<file path="config.mk">
export PLATFORM = sky130hd
export DESIGN_NAME = exu_top
export DESIGN_NICKNAME = d
export VERILOG_FILES = /design/src/exu_pkg.sv /design/src/exu_stage_reg.sv /design/src/alu_unit.sv /design/src/branch_unit.sv /design/src/exu_merge.sv /design/src/exu_top.sv
export VERILOG_INCLUDE_DIRS = /design/src
export SDC_FILE = /design/constraint.sdc
export NUM_CORES = 1
export LEC_CHECK = 0
export BUFFER_PORTS_ARGS = -buffer_cell sky130_fd_sc_hd__buf_4
export CORE_ASPECT_RATIO = 2
export CORE_UTILIZATION = 63
export CTS_CLUSTER_SIZE = 16
export DETAILED_ROUTE_END_ITERATION = 10
export GPL_TIMING_DRIVEN = 0
export PLACE_DENSITY = 0.88
export SLEW_MARGIN = 20
export SYNTH_ARGS = -nofsm -noshare
export SYNTH_HDL_FRONTEND = slang
export SYNTH_SLANG_ARGS = --single-unit
</file>
<file path="constraint.sdc">
create_clock -name clock -period 15.9 [get_ports clock]
set_clock_uncertainty 0.1 [all_clocks]
set_input_delay 3.18 -clock clock [delete_from_list [all_inputs] [get_ports clock]]
set_output_delay 3.18 -clock clock [all_outputs]
set_load 0.1 [all_outputs]
</file>
<file path="src/exu_config.svh">
`ifndef EXU_CONFIG_SVH
`define EXU_CONFIG_SVH

// datapath and register index widths.
`define EXU_XLEN   32
`define EXU_REG_AW 5

// alu operation codes, 4 bits wide.
`define ALU_ADD  4'd0
`define ALU_SUB  4'd1
`define ALU_SLL  4'd2
`define ALU_SLT  4'd3
`define ALU_SLTU 4'd4
`define ALU_XOR  4'd5
`define ALU_SRL  4'd6
`define ALU_SRA  4'd7
`define ALU_OR   4'd8
`define ALU_AND  4'd9

// first operand choice. Code 3 is not named and selects zero as well.
`define OPA_RS1  2'd0
`define OPA_PC   2'd1
`define OPA_ZERO 2'd2

// second operand choice.
`define OPB_IMM  2'd0
`define OPB_RS2  2'd1
`define OPB_RDV  2'd2
`define OPB_ZERO 2'd3

`endif

</file>
<file path="src/exu_pkg.sv">
`include "exu_config.svh"

package exu_pkg;

    // a data word as it moves through the datapath.
    typedef logic [`EXU_XLEN-1:0] word_t;

    // an architectural register index.
    typedef logic [`EXU_REG_AW-1:0] reg_addr_t;

    // alu operation select, see the ALU_* codes.
    typedef logic [3:0] alu_op_t;

    // operand choice for either alu input.
    typedef logic [1:0] opnd_sel_t;

    // instruction sub-opcode, used for the branch condition and the memory size.
    typedef logic [2:0] funct3_t;

    // csr write enables. They only pass through this stage.
    typedef logic [3:0] csr_wen_t;

    // One decoded instruction as handed over by the decode stage.
    typedef struct packed {
        word_t     pc;         // address of the instruction.
        word_t     imm;        // immediate, already sign extended by decode.
        word_t     rs1_value;
        word_t     rs2_value;
        word_t     rd_value;   // old value of rd, an extra operand b source.
        reg_addr_t rd;
        funct3_t   funct3;
        alu_op_t   alu_op;
        opnd_sel_t a_sel;
        opnd_sel_t b_sel;
        logic      inv;        // flip bit 0 of the alu result.
        logic      branch;     // conditional branch.
        logic      jump;       // jal or jalr.
        logic      rf_wen;
        logic      mem_wen;
        logic      mem_ren;
        csr_wen_t  csr_wen;
    } exu_in_t;

    // The bundle handed on to the memory stage.
    typedef struct packed {
        word_t     pc;
        word_t     result;      // alu result, or the link address for a jump.
        word_t     store_data;  // rs2 value for stores.
        reg_addr_t rd;
        funct3_t   funct3;
        logic      rf_wen;
        logic      mem_wen;
        logic      mem_ren;
        csr_wen_t  csr_wen;
        logic      redirect;    // fetch must restart at redirect_pc.
        word_t     redirect_pc;
    } exu_out_t;

endpackage

</file>
<file path="src/exu_stage_reg.sv">
`timescale 1ns/1ps

// Holds the one instruction in flight through the execute stage.
// The stage is full while out_valid is high. It accepts a new instruction when
// it is empty, or in the same cycle that the memory stage takes the current one.
module exu_stage_reg (
    input  logic             clock,
    input  logic             reset,
    input  logic             flush,
    input  logic             in_valid,
    output logic             in_ready,
    input  exu_pkg::exu_in_t in_bundle,
    input  logic             out_ready,
    output logic             out_valid,
    output exu_pkg::exu_in_t held
);

    logic              valid_q;
    logic              accept;
    logic              take;
    exu_pkg::exu_in_t  payload_q;  // operands and decode fields.
    logic              branch_q;
    logic              jump_q;
    logic              rf_wen_q;
    logic              mem_wen_q;
    logic              mem_ren_q;
    exu_pkg::csr_wen_t csr_wen_q;

    assign in_ready = out_ready | ~valid_q;              // room now or after this edge.
    assign accept   = in_valid & in_ready & ~flush;
    assign take     = valid_q & out_ready;

    always_ff @(posedge clock or posedge reset) begin
        if (reset) begin
            valid_q <= 1'b0;
        end else if (flush) begin
            valid_q <= 1'b0;                             // drop whatever is held.
        end else if (accept) begin
            valid_q <= 1'b1;
        end else if (take) begin
            valid_q <= 1'b0;
        end
    end

    // The enables are cleared so that a dropped instruction cannot write anything.
    always_ff @(posedge clock or posedge reset) begin
        if (reset) begin
            branch_q  <= 1'b0;
            jump_q    <= 1'b0;
            rf_wen_q  <= 1'b0;
            mem_wen_q <= 1'b0;
            mem_ren_q <= 1'b0;
            csr_wen_q <= '0;
        end else if (flush) begin
            branch_q  <= 1'b0;
            jump_q    <= 1'b0;
            rf_wen_q  <= 1'b0;
            mem_wen_q <= 1'b0;
            mem_ren_q <= 1'b0;
            csr_wen_q <= '0;
        end else if (accept) begin
            branch_q  <= in_bundle.branch;
            jump_q    <= in_bundle.jump;
            rf_wen_q  <= in_bundle.rf_wen;
            mem_wen_q <= in_bundle.mem_wen;
            mem_ren_q <= in_bundle.mem_ren;
            csr_wen_q <= in_bundle.csr_wen;
        end
    end

    always_ff @(posedge clock) begin
        if (accept) begin
            payload_q <= in_bundle;
        end
    end

    // The held view takes its enables from the cleared copies above.
    always_comb begin
        held         = payload_q;
        held.branch  = branch_q;
        held.jump    = jump_q;
        held.rf_wen  = rf_wen_q;
        held.mem_wen = mem_wen_q;
        held.mem_ren = mem_ren_q;
        held.csr_wen = csr_wen_q;
    end

    assign out_valid = valid_q;

endmodule

</file>
<file path="src/alu_unit.sv">
`timescale 1ns/1ps

`include "exu_config.svh"

// Operand selection and the integer ALU of the execute stage.
// The same adder also forms jump targets, since decode sets ADD for jal and jalr
// with the pc or rs1 as operand a and the immediate as operand b.
module alu_unit (
    input  exu_pkg::exu_in_t held,
    output exu_pkg::word_t   alu_result
);

    exu_pkg::word_t opnd_a;
    exu_pkg::word_t opnd_b;
    exu_pkg::word_t raw_result;
    logic [4:0]     shamt;
    logic           lt_signed;
    logic           lt_unsigned;

    // operand a: rs1, pc, or zero for lui style instructions.
    always_comb begin
        case (held.a_sel)
            `OPA_RS1:  opnd_a = held.rs1_value;
            `OPA_PC:   opnd_a = held.pc;
            `OPA_ZERO: opnd_a = '0;
            default:   opnd_a = '0;                      // code 3 is also zero.
        endcase
    end

    // operand b.
    always_comb begin
        case (held.b_sel)
            `OPB_IMM:  opnd_b = held.imm;
            `OPB_RS2:  opnd_b = held.rs2_value;
            `OPB_RDV:  opnd_b = held.rd_value;
            `OPB_ZERO: opnd_b = '0;
            default:   opnd_b = '0;
        endcase
    end

    assign shamt       = opnd_b[4:0];                    // only the low five bits shift.
    assign lt_signed   = $signed(opnd_a) < $signed(opnd_b);
    assign lt_unsigned = opnd_a < opnd_b;

    always_comb begin
        case (held.alu_op)
            `ALU_ADD:  raw_result = opnd_a + opnd_b;
            `ALU_SUB:  raw_result = opnd_a - opnd_b;
            `ALU_SLL:  raw_result = opnd_a << shamt;
            `ALU_SLT:  raw_result = {{(`EXU_XLEN-1){1'b0}}, lt_signed};
            `ALU_SLTU: raw_result = {{(`EXU_XLEN-1){1'b0}}, lt_unsigned};
            `ALU_XOR:  raw_result = opnd_a ^ opnd_b;
            `ALU_SRL:  raw_result = opnd_a >> shamt;
            `ALU_SRA:  raw_result = $signed(opnd_a) >>> shamt;
            `ALU_OR:   raw_result = opnd_a | opnd_b;
            `ALU_AND:  raw_result = opnd_a & opnd_b;
            default:   raw_result = '0;                  // codes 10 to 15 are unused.
        endcase
    end

    // The inversion turns slt into sge and similar, and applies to any operation.
    assign alu_result = raw_result ^ {{(`EXU_XLEN-1){1'b0}}, held.inv};

endmodule

</file>
<file path="src/branch_unit.sv">
`timescale 1ns/1ps

// Branch condition and the two address adders of the execute stage.
// taken is the raw comparison; whether the instruction is a branch at all is
// decided in the merge block.
module branch_unit (
    input  exu_pkg::exu_in_t held,
    output logic             taken,
    output exu_pkg::word_t   link_pc,
    output exu_pkg::word_t   branch_target
);

    logic equal;
    logic less_signed;
    logic less_unsigned;

    assign equal         = held.rs1_value == held.rs2_value;
    assign less_signed   = $signed(held.rs1_value) < $signed(held.rs2_value);
    assign less_unsigned = held.rs1_value < held.rs2_value;

    // Condition by funct3, as in the base integer branch encoding.
    always_comb begin
        case (held.funct3)
            3'd0:    taken = equal;                      // beq.
            3'd1:    taken = ~equal;                     // bne.
            3'd4:    taken = less_signed;                // blt.
            3'd5:    taken = ~less_signed;               // bge.
            3'd6:    taken = less_unsigned;              // bltu.
            3'd7:    taken = ~less_unsigned;             // bgeu.
            default: taken = 1'b0;
        endcase
    end

    // The return address for jal and jalr.
    assign link_pc = held.pc + exu_pkg::word_t'(4);

    // The immediate already holds the scaled and sign extended offset.
    assign branch_target = held.pc + held.imm;

endmodule

</file>
<file path="src/exu_merge.sv">
`timescale 1ns/1ps

// Merges the ALU and branch results into the bundle for the memory stage.
module exu_merge (
    input  exu_pkg::exu_in_t  held,
    input  exu_pkg::word_t    alu_result,
    input  exu_pkg::word_t    link_pc,
    input  exu_pkg::word_t    branch_target,
    input  logic              taken,
    output exu_pkg::exu_out_t out_bundle
);

    logic           branch_taken;
    exu_pkg::word_t jump_target;
    exu_pkg::word_t redirect_pc;

    assign branch_taken = held.branch & taken;

    // jalr requires bit 0 of the target to be cleared; for jal it is already zero.
    assign jump_target = alu_result & ~exu_pkg::word_t'(1);

    always_comb begin
        if (held.jump) begin
            redirect_pc = jump_target;
        end else if (branch_taken) begin
            redirect_pc = branch_target;
        end else begin
            redirect_pc = '0;                            // no redirect.
        end
    end

    always_comb begin
        out_bundle.pc          = held.pc;
        out_bundle.result      = held.jump ? link_pc : alu_result;
        out_bundle.store_data  = held.rs2_value;
        out_bundle.rd          = held.rd;
        out_bundle.funct3      = held.funct3;            // the memory stage needs the size.
        out_bundle.rf_wen      = held.rf_wen;
        out_bundle.mem_wen     = held.mem_wen;
        out_bundle.mem_ren     = held.mem_ren;
        out_bundle.csr_wen     = held.csr_wen;
        out_bundle.redirect    = held.jump | branch_taken;
        out_bundle.redirect_pc = redirect_pc;
    end

endmodule

</file>
<file path="src/exu_top.sv">
`timescale 1ns/1ps

// Execute stage: the stage register followed by the ALU and branch logic.
// The output bundle is combinational from the stage register.
module exu_top (
    input  logic              clock,
    input  logic              reset,
    input  logic              flush,
    input  logic              in_valid,
    output logic              in_ready,
    input  exu_pkg::exu_in_t  in_bundle,
    output logic              out_valid,
    input  logic              out_ready,
    output exu_pkg::exu_out_t out_bundle
);

    exu_pkg::exu_in_t held;
    exu_pkg::word_t   alu_result;
    logic             taken;
    exu_pkg::word_t   link_pc;
    exu_pkg::word_t   branch_target;

    exu_stage_reg i_stage_reg (
        .clock     (clock),
        .reset     (reset),
        .flush     (flush),
        .in_valid  (in_valid),
        .in_ready  (in_ready),
        .in_bundle (in_bundle),
        .out_ready (out_ready),
        .out_valid (out_valid),
        .held      (held)
    );

    alu_unit i_alu (
        .held       (held),
        .alu_result (alu_result)
    );

    branch_unit i_branch (
        .held          (held),
        .taken         (taken),
        .link_pc       (link_pc),
        .branch_target (branch_target)
    );

    exu_merge i_merge (
        .held          (held),
        .alu_result    (alu_result),
        .link_pc       (link_pc),
        .branch_target (branch_target),
        .taken         (taken),
        .out_bundle    (out_bundle)
    );

endmodule

</file>
==> flow_summary_export.csv, run 1 <==
group,metric,value,unit
clocking,h-tree-depth,4,
synth,yosysSeqAreaShare,27.8,%
floorplanning,die_height,254,um
synth,synth_async_sr_flop_share,5.35,%
floorplanning,ios,337,
synth,synth.largest_area_cell,"edfxtp_1",
synth,synth_most_common_cell,"nor2_1",
placement,numPortBuffers,336,
global_route,grt_max_degree,32,
global_route,grt_overflow_total,422,
synth,ys_ff_latch,187,
synth,synth_fp_nets,2719,
run_status,failing_step,"5_1_grt",
clocking,cts_sinks,187,
synth,yosysWarnings,0,
global_route,gr-usage-all-layers,72.8,%
clocking,clockBufferDepth,2,
placement,dp_cells,3133,
synth,synth_flop_cell,"edfxtp_1",
synth,synth_edf_count,177,
floorplanning,num_rows,92,
global_route,grt_pass1_wl,180000,um
synth,synth.area.top_cells,"edfxtp_1 (27%), ha_1 (10%), mux2i_1 (8.8%)",
placement,finalWeightedCongestion,1.69,
clocking,hold_buffers,0,
synth,synth_top_cell_area_share,26.5,%
clocking,cts_buffers,17,
clocking,cts_resized,0,
global_route,grt_pass1_vias,26500,
synth,synth.top_cells.by_count,"nor2_1 (252), edfxtp_1 (177), mux2i_1 (176)",
clocking,cts-root-buf,"clkbuf_16",
synth,synthCells,2364,
placement,post-dp-hpwl,75500,um
synth,syn_area,20000,um2
run_status,status,"stopped before the end",
run_status,error,"[ERROR GRT-0116] Global routing finished with congestion. Check the congestion regions in the DRC Viewer.",
floorplanning,die_w,128,um
clocking,post_cts_buffers,0,
synth,synth.avg_cell_area,8.47,um2
synth,yosys.cell_types.count,92,
floorplanning,initial_core_util,63.7,%
## layer usage
metal | GRT overflow | GRT usage [%]
met1 | 12 | 70.1
met2 | 240 | 94.4
met3 | 32 | 52.9
met4 | 135 | 75.5
met5 | 3 | 23.8
## stage by stage
step | hold WS (ns) | setup slack [ns] | cell area, um2 | util, %
floorplan | 0.373 | 3.29 | 20000 | -
global placement | 0.392 | 1.50 | 23100 | 73.5
detailed placement | 0.410 | 5.98 | 23300 | 74.0
CTS | 0.432 | 5.38 | 23900 | 75.9
## cell families after synthesis
| kind of cell | share of synthesized area [%] |
|---|---|
| AND/OR/NAND/NOR | 14.8 |
| flip-flops | 27.8 |
| adder cells (fa/ha/maj) | 10.4 |
| AO/OA/AOI/OAI | 25.0 |
| buffers and inverters | 8.73 |
| multiplexers | 10.5 |
| XOR/XNOR | 2.89 |
==> inputs of run 2 (changes only) <==
Settings changed: CORE_ASPECT_RATIO 2 to not set, CORE_UTILIZATION 63 to 40, CTS_CLUSTER_SIZE 16 to not set, PLACE_DENSITY 0.88 to not set, PLACE_DENSITY_LB_ADDON set to 0.15.
==> run 2 against run 1 <==
Effect of this change: the flow now finishes without violations; synthesized cell count did not move; area after synthesis unchanged.
==> flow_summary_export.csv, run 2 <==
group,metric,value,unit
synth,ys_ff_latch,187,
detailed_routing,dr_wl_met2,49000,um
detailed_routing,wire_per_inst,31.4,um
layout,final_cell_mix,"buf_4 (421), nor2_1 (251), edfxtp_1 (177)",
layout,largest_register_ff_count,177,
power_and_ir_drop,vdd_drop_max,0.0000853,V
worst_setup_path,critPathLaunchType,"register",
synth,synth.largest_area_cell,"edfxtp_1",
worst_setup_path,crit_family,"compound AO/OA/AOI/OAI gates",
timing,slew_viol_final,0,
floorplanning,die_w,226,um
power_and_ir_drop,power.leakage,10.6,nW
synth,yosysSeqAreaShare,27.8,%
placement,dp_slack,4.95,ns
synth,synthCells,2364,
timing,final.period_utilization,75.7,%
power_and_ir_drop,seqPwrFrac,30.6,%
layout,register_area,5570,um2
power_and_ir_drop,power_frac_comb,45.0,%
timing,slew_headroom,22.3,%
worst_setup_path,crit_chain,"buf_6 -> mux2i_1 -> a2bb2oi_2 -> clkbuf_1 -> clkbuf_1 -> clkbuf_1 -> ha_1 -> inv_1 -> o311ai_0 -> a2111oi_0 -> o2111ai_1 -> a31oi_1 -> o211ai_1 -> o31ai_1 -> a211oi_1 -> o21ai_0 -> mux2_2 -> buf_4",
global_route,grt_overflow_total,0,
layout,final_layout_size_suffix_gt1_share,20.3,%
floorplanning,dieArea,51000,um2
layout,fin_nets,3086,
layout,multiInputGateArea,12800,um2
global_route,grt_pass1_wl,148000,um
clocking,cts_resized,0,
synth,synth_most_common_cell,"nor2_1",
floorplanning,die_height,226,um
detailed_routing,initialDrtViolationCount,2988,
global_route,gr-usage-all-layers,40.9,%
worst_setup_path,worstPathArrival,8.75,ns
timing,setup_ws,3.87,ns
placement,numPortBuffers,336,
detailed_routing,dr_total_vias,22000,
synth,synth.top_cells.by_count,"nor2_1 (252), edfxtp_1 (177), mux2i_1 (176)",
power_and_ir_drop,sw_frac_of_total,45.9,%
floorplanning,core,49200,um2
global_route,antenna_found_initial,2,
worst_setup_path,required,12.62,ns
power_and_ir_drop,p_switching,878,uW
clocking,post_cts_buffers,0,
clocking,h-tree-depth,4,
global_route,grt_max_degree,31,
detailed_routing,antenna_left,0,
floorplanning,ios,337,
placement,post-dp-hpwl,87700,um
worst_setup_path,crit_slowest_cell,"a2111oi_0",
timing,setup_viol,0,
timing,max_freq,0.0831,GHz
floorplanning,num_rows,81,
worst_setup_path,worst-path-buf-inv,6,
placement,finalWeightedCongestion,1.05,
clocking,clock_latency,0.46,ns
clocking,clockBufferDepth,2,
synth,synth_fp_nets,2719,
clocking,cts_buffers,17,
power_and_ir_drop,power_density,78.8,nW/um2
detailed_routing,wl_met3,10300,um
power_and_ir_drop,pwr-share-clk,24.4,%
detailed_routing,wl_met1,41800,um
timing,grt_setup_unrepaired,"false",
clocking,cts_sinks,187,
detailed_routing,drt-pass1-iter-count,6,
synth,syn_area,20000,um2
synth,yosysWarnings,0,
clocking,cts-root-buf,"clkbuf_16",
detailed_routing,viasPerCell,6.44,
job,drv_cap,0,
layout,final_common_cell,"buf_4",
floorplanning,initial_core_util,40.8,%
worst_setup_path,cp-end-kind,"output port",
synth,synth.avg_cell_area,8.47,um2
synth,synth_edf_count,177,
layout,nFillCells,4719,
timing,worst_pin_slew,1.15,ns
timing,hold_viol_final,0,
min_path,holdCritPathClass,"register to register",
timing,setup_tns,0,ns
synth,synth_top_cell_area_share,26.5,%
synth,synth_flop_cell,"edfxtp_1",
worst_setup_path,critPathMaxFanout,11,
synth,synth.area.top_cells,"edfxtp_1 (27%), ha_1 (10%), mux2i_1 (8.8%)",
synth,synth_async_sr_flop_share,5.35,%
detailed_routing,routed.top_layer,"met4",
global_route,grt_pass1_vias,21000,
clocking,cts_tree,"yes",
timing,fin_crit,12.03,ns
detailed_routing,drt_wl_total,107000,um
run_status,status,"finished, final reports clean",
clocking,path_clk_slew,0.08,ns
worst_setup_path,cp_common_cell,"clkbuf_1",
power_and_ir_drop,internal_power,1.04,mW
worst_setup_path,slowest_delay,1.01,ns
layout,area_growth,21.2,%
clocking,hold_buffers,0,
synth,yosys.cell_types.count,92,
timing,hold_ws,0.417,ns
worst_setup_path,crit_type,"register to output port",
detailed_routing,drc,0,
-- run 2: cell counts after synthesis --
Identical to the previous run, type by type.
-- run 2: metal layers --
| layer | vias to the layer above | track usage [%] |
|---|---|---|
| li1 | 9445 | - |
| met1 | 10700 | 51.6 |
| met2 | 1510 | 66.4 |
| met3 | 325 | 7.96 |
| met4 | 0 | 20.7 |
| met5 | - | 0 |
-- run 2: layout make-up --
class	instances	share of cell area, %
Antenna cell	1	0.0103
Multi-Input combinational cell	1813	52.6
Tap cell	664	3.42
Buffer	215	4.90
Timing Repair Buffer	348	11.2
Sequential cell	187	22.9
Clock inverter	15	0.887
Inverter	149	2.30
Clock buffer	17	1.75
-- run 2: cells by family (layout without fill, tap and decap cells) --
family                   Yosys count  after routing  synth area share (%)
buffers and inverters            364            744                  8.73
adder cells (fa/ha/maj)          164            164                  10.4
other                              0              1                     0
AO/OA/AOI/OAI                    740            740                  25.0
AND/OR/NAND/NOR                  640            640                  14.8
multiplexers                     203            203                  10.5
XOR/XNOR                          66             66                  2.89
flip-flops                       187            187                  27.8
-- run 2: stage by stage --
step	util [%]	cells	cell area (um2)	total power, mW
floorplan	-	2364	20000	1.14
global placement	47.6	3364	23400	1.43
detailed placement	48.1	3376	23600	1.43
CTS	49.4	3408	24300	1.89
global route	49.4	3408	24300	1.95
finish	49.4	3409	24300	1.91
-- run 2: power by group through the flow --
stage / registers, mW / clock network [mW] / logic (mW)
after global routing: 0.587 / 0.483 / 0.884
after floorplan: 0.594 / 0 / 0.548
final: 0.586 / 0.466 / 0.861
after detailed placement: 0.596 / 0 / 0.829
after global placement: 0.604 / 0 / 0.822
after CTS: 0.585 / 0.473 / 0.833
-- run 2: final timing paths --
check	start	endpoint	slack (ns)	cells past startpoint
worst max-delay path	i_stage_reg.held[10]	out_bundle[111]	3.87	18
worst min-delay path	i_stage_reg.csr_wen_q[0]	i_stage_reg.csr_wen_q[0]	0.42	1
worst max register to register	i_stage_reg.out_valid	i_stage_reg.held[42]	13.54	8
worst min register to register	i_stage_reg.csr_wen_q[0]	i_stage_reg.csr_wen_q[0]	0.42	1
max in group asynchronous	reset	i_stage_reg.rf_wen_q	12.82	2
min in group asynchronous	reset	i_stage_reg.csr_wen_q[3]	2.60	2
Note: power is estimated with default switching activity, not from simulation.
==> inputs of run 3 (changes only) <==
Settings changed: ABC_AREA set to 1.
Clock period 15.9 ns to 10.4 ns, I/O delays scaled along.
==> run 3 against run 2 <==
Effect of this change: total power is 54% higher; area after synthesis is 5.0% higher; combinational power is 52% higher; cell area is 4.1% higher; die area is 5.0% higher; critical path type unchanged; highest routed layer unchanged.
==> flow_summary_export.csv, run 3 <==
group,metric,value,unit
floorplanning,die_height,231,um
clocking,clockBufferDepth,2,
layout,fin_nets,3938,
synth,synth.largest_area_cell,"edfxtp_1",
clocking,h-tree-depth,4,
clocking,cts_sinks,187,
timing,setup_tns,0,ns
run_status,status,"finished, final reports clean",
synth,synth_top_cell_area_share,25.3,%
global_route,grt_pass1_vias,23500,
power_and_ir_drop,vdd_drop_max,0.000153,V
power_and_ir_drop,seqPwrFrac,30.7,%
job,drv_cap,0,
clocking,clock_latency,0.46,ns
worst_setup_path,worstPathArrival,6.33,ns
timing,setup_viol,0,
timing,hold_viol_final,0,
layout,area_growth,20.1,%
worst_setup_path,reg2reg_depth,6,
min_path,holdCritPathClass,"register to register",
timing,grt_setup_unrepaired,"false",
worst_setup_path,cp-end-kind,"output port",
timing,fin_crit,8.51,ns
floorplanning,die_w,231,um
timing,max_freq,0.117,GHz
synth,synth_most_common_cell,"nand2_1",
clocking,cts_buffers,17,
power_and_ir_drop,pwr-share-clk,24.8,%
layout,largest_register_ff_count,177,
synth,syn_area,21000,um2
worst_setup_path,critPathMaxFanout,10,
detailed_routing,dr_total_vias,25100,
synth,ys_ff_latch,187,
clocking,hold_buffers,0,
clocking,post_cts_buffers,0,
layout,final_layout_size_suffix_gt1_share,15.4,%
floorplanning,ios,337,
placement,finalWeightedCongestion,1.08,
synth,yosys.cell_types.count,53,
placement,place_area,24600,um2
detailed_routing,drt_wl_total,118000,um
power_and_ir_drop,power_frac_comb,44.5,%
worst_setup_path,required,8.22,ns
clocking,cts_resized,0,
detailed_routing,viasPerCell,5.87,
placement,post-dp-hpwl,97900,um
synth,yosysSeqAreaShare,26.5,%
clocking,cts_tree,"yes",
detailed_routing,drc,0,
timing,hold_ws,0.418,ns
floorplanning,core,51600,um2
detailed_routing,initialDrtViolationCount,3622,
timing,final.period_utilization,81.9,%
synth,synth.avg_cell_area,6.53,um2
layout,final_cell_mix,"nand2_1 (886), buf_4 (424), nand3_1 (415)",
floorplanning,num_rows,83,
timing,slew_headroom,22.7,%
synth,synth_flop_cell,"edfxtp_1",
layout,final_common_cell,"nand2_1",
detailed_routing,drt-pass1-iter-count,9,
min_path,holdPathStages,2,
floorplanning,dieArea,53500,um2
power_and_ir_drop,p_switching,1.41,mW
layout,final_area,25300,um2
clocking,path_clk_slew,0.09,ns
synth,synth_edf_count,177,
synth,synth.area.top_cells,"edfxtp_1 (25%), nand2_1 (16%), nand3_1 (9.9%)",
timing,worst_pin_slew,1.16,ns
global_route,grt_overflow_total,0,
power_and_ir_drop,power_density,116,nW/um2
global_route,antenna_found_initial,1,
global_route,gr-usage-all-layers,43.5,%
synth,synth_async_sr_flop_share,5.35,%
clocking,cts-root-buf,"clkbuf_16",
power_and_ir_drop,total_power,2.94,mW
power_and_ir_drop,sw_frac_of_total,47.8,%
synth,synth_fp_nets,3575,
synth,synthCells,3220,
detailed_routing,antenna_left,0,
power_and_ir_drop,internal_power,1.53,mW
detailed_routing,wire_per_inst,27.6,um
worst_setup_path,crit_type,"register to output port",
placement,numPortBuffers,336,
global_route,grt_max_degree,31,
floorplanning,initial_core_util,40.8,%
worst_setup_path,critPathLaunchType,"register",
power_and_ir_drop,power.leakage,12.3,nW
global_route,grt_pass1_wl,165000,um
synth,yosysWarnings,0,
timing,slew_viol_final,0,
synth,synth.top_cells.by_count,"nand2_1 (886), nand3_1 (415), inv_1 (361)",
layout,final_util,48.9,%
[run 3: layout make-up]
| type | count | area, um2 |
|---|---|---|
| inverter | 372 | 1400 |
| clock inverter | 15 | 218 |
| antenna | 1 | 2.50 |
| clock buffer | 17 | 425 |
| tap | 680 | 851 |
| sequential | 187 | 5570 |
| multi-input combinational | 2465 | 12900 |
| buffer | 196 | 1150 |
| timing repair buffer | 344 | 2710 |
| fill | 5485 | 26400 |
[run 3: cells by family after synthesis]
logic type	synth area share, %
flip-flops	26.5
AO/OA/AOI/OAI	14.8
AND/OR/NAND/NOR	34.4
adder cells (fa/ha/maj)	9.86
XOR/XNOR	2.33
buffers and inverters	12.1
[run 3: worst paths after layout]
| path | start | end | slack (ns) |
|---|---|---|---|
| setup / recovery | i_stage_reg.held[13] | out_bundle[110] | 1.89 |
| hold reg to reg | i_stage_reg.csr_wen_q[2] | i_stage_reg.csr_wen_q[2] | 0.42 |
| max in group asynchronous | reset | i_stage_reg.jump_q | 8.39 |
| hold / removal | i_stage_reg.csr_wen_q[2] | i_stage_reg.csr_wen_q[2] | 0.42 |
| setup reg to reg | i_stage_reg.out_valid | i_stage_reg.held[21] | 8.03 |
| min in group asynchronous | reset | i_stage_reg.csr_wen_q[2] | 1.51 |
[run 3: metrics by stage]
stage | setup slack (ns) | cells
2_1_floorplan | 1.84 | 3220
3_3_place_gp | 0.494 | 4236
4_1_cts | 2.21 | 4276
6_report | 1.89 | 4277
3_5_place_dp | 2.74 | 4244
5_1_grt | 1.75 | 4276
[run 3: routing by layer]
layer	GRT usage, %	wire length (um)	up-vias
li1	-	-	11400
met1	53.1	45000	11700
met2	67.1	50900	1615
met3	9.22	11900	368
met4	32.8	10300	0
met5	0	0	-
[run 3: critical path, cell delays in order, from the launching register on]
cell      delay [ns]
edfxtp_1        0.57
inv_2           0.17
nand2_2         0.11
buf_2           0.22
o21ai_0         0.69
inv_1           0.32
ha_1            0.33
fa_1            0.48
o21ai_0         0.40
nand2_1         0.13
nand2_1         0.22
nand2_1         0.10
nand2_1         0.17
nand2_1         0.10
nand2_1         0.10
nand2_1         0.11
nand3_1         0.08
nand2_1         0.04
o21ai_0         0.69
o21ai_1         0.26
nand2_1         0.23
buf_4           0.33
[run 3: power by group through the flow]
stage	sequential, mW	clock, mW	combinational, mW
6_report	0.904	0.729	1.31
5_1_grt	0.904	0.753	1.37
4_1_cts	0.902	0.730	1.27
3_5_place_dp	0.919	0	1.26
3_3_place_gp	0.926	0	1.26
2_1_floorplan	0.902	0	0.830
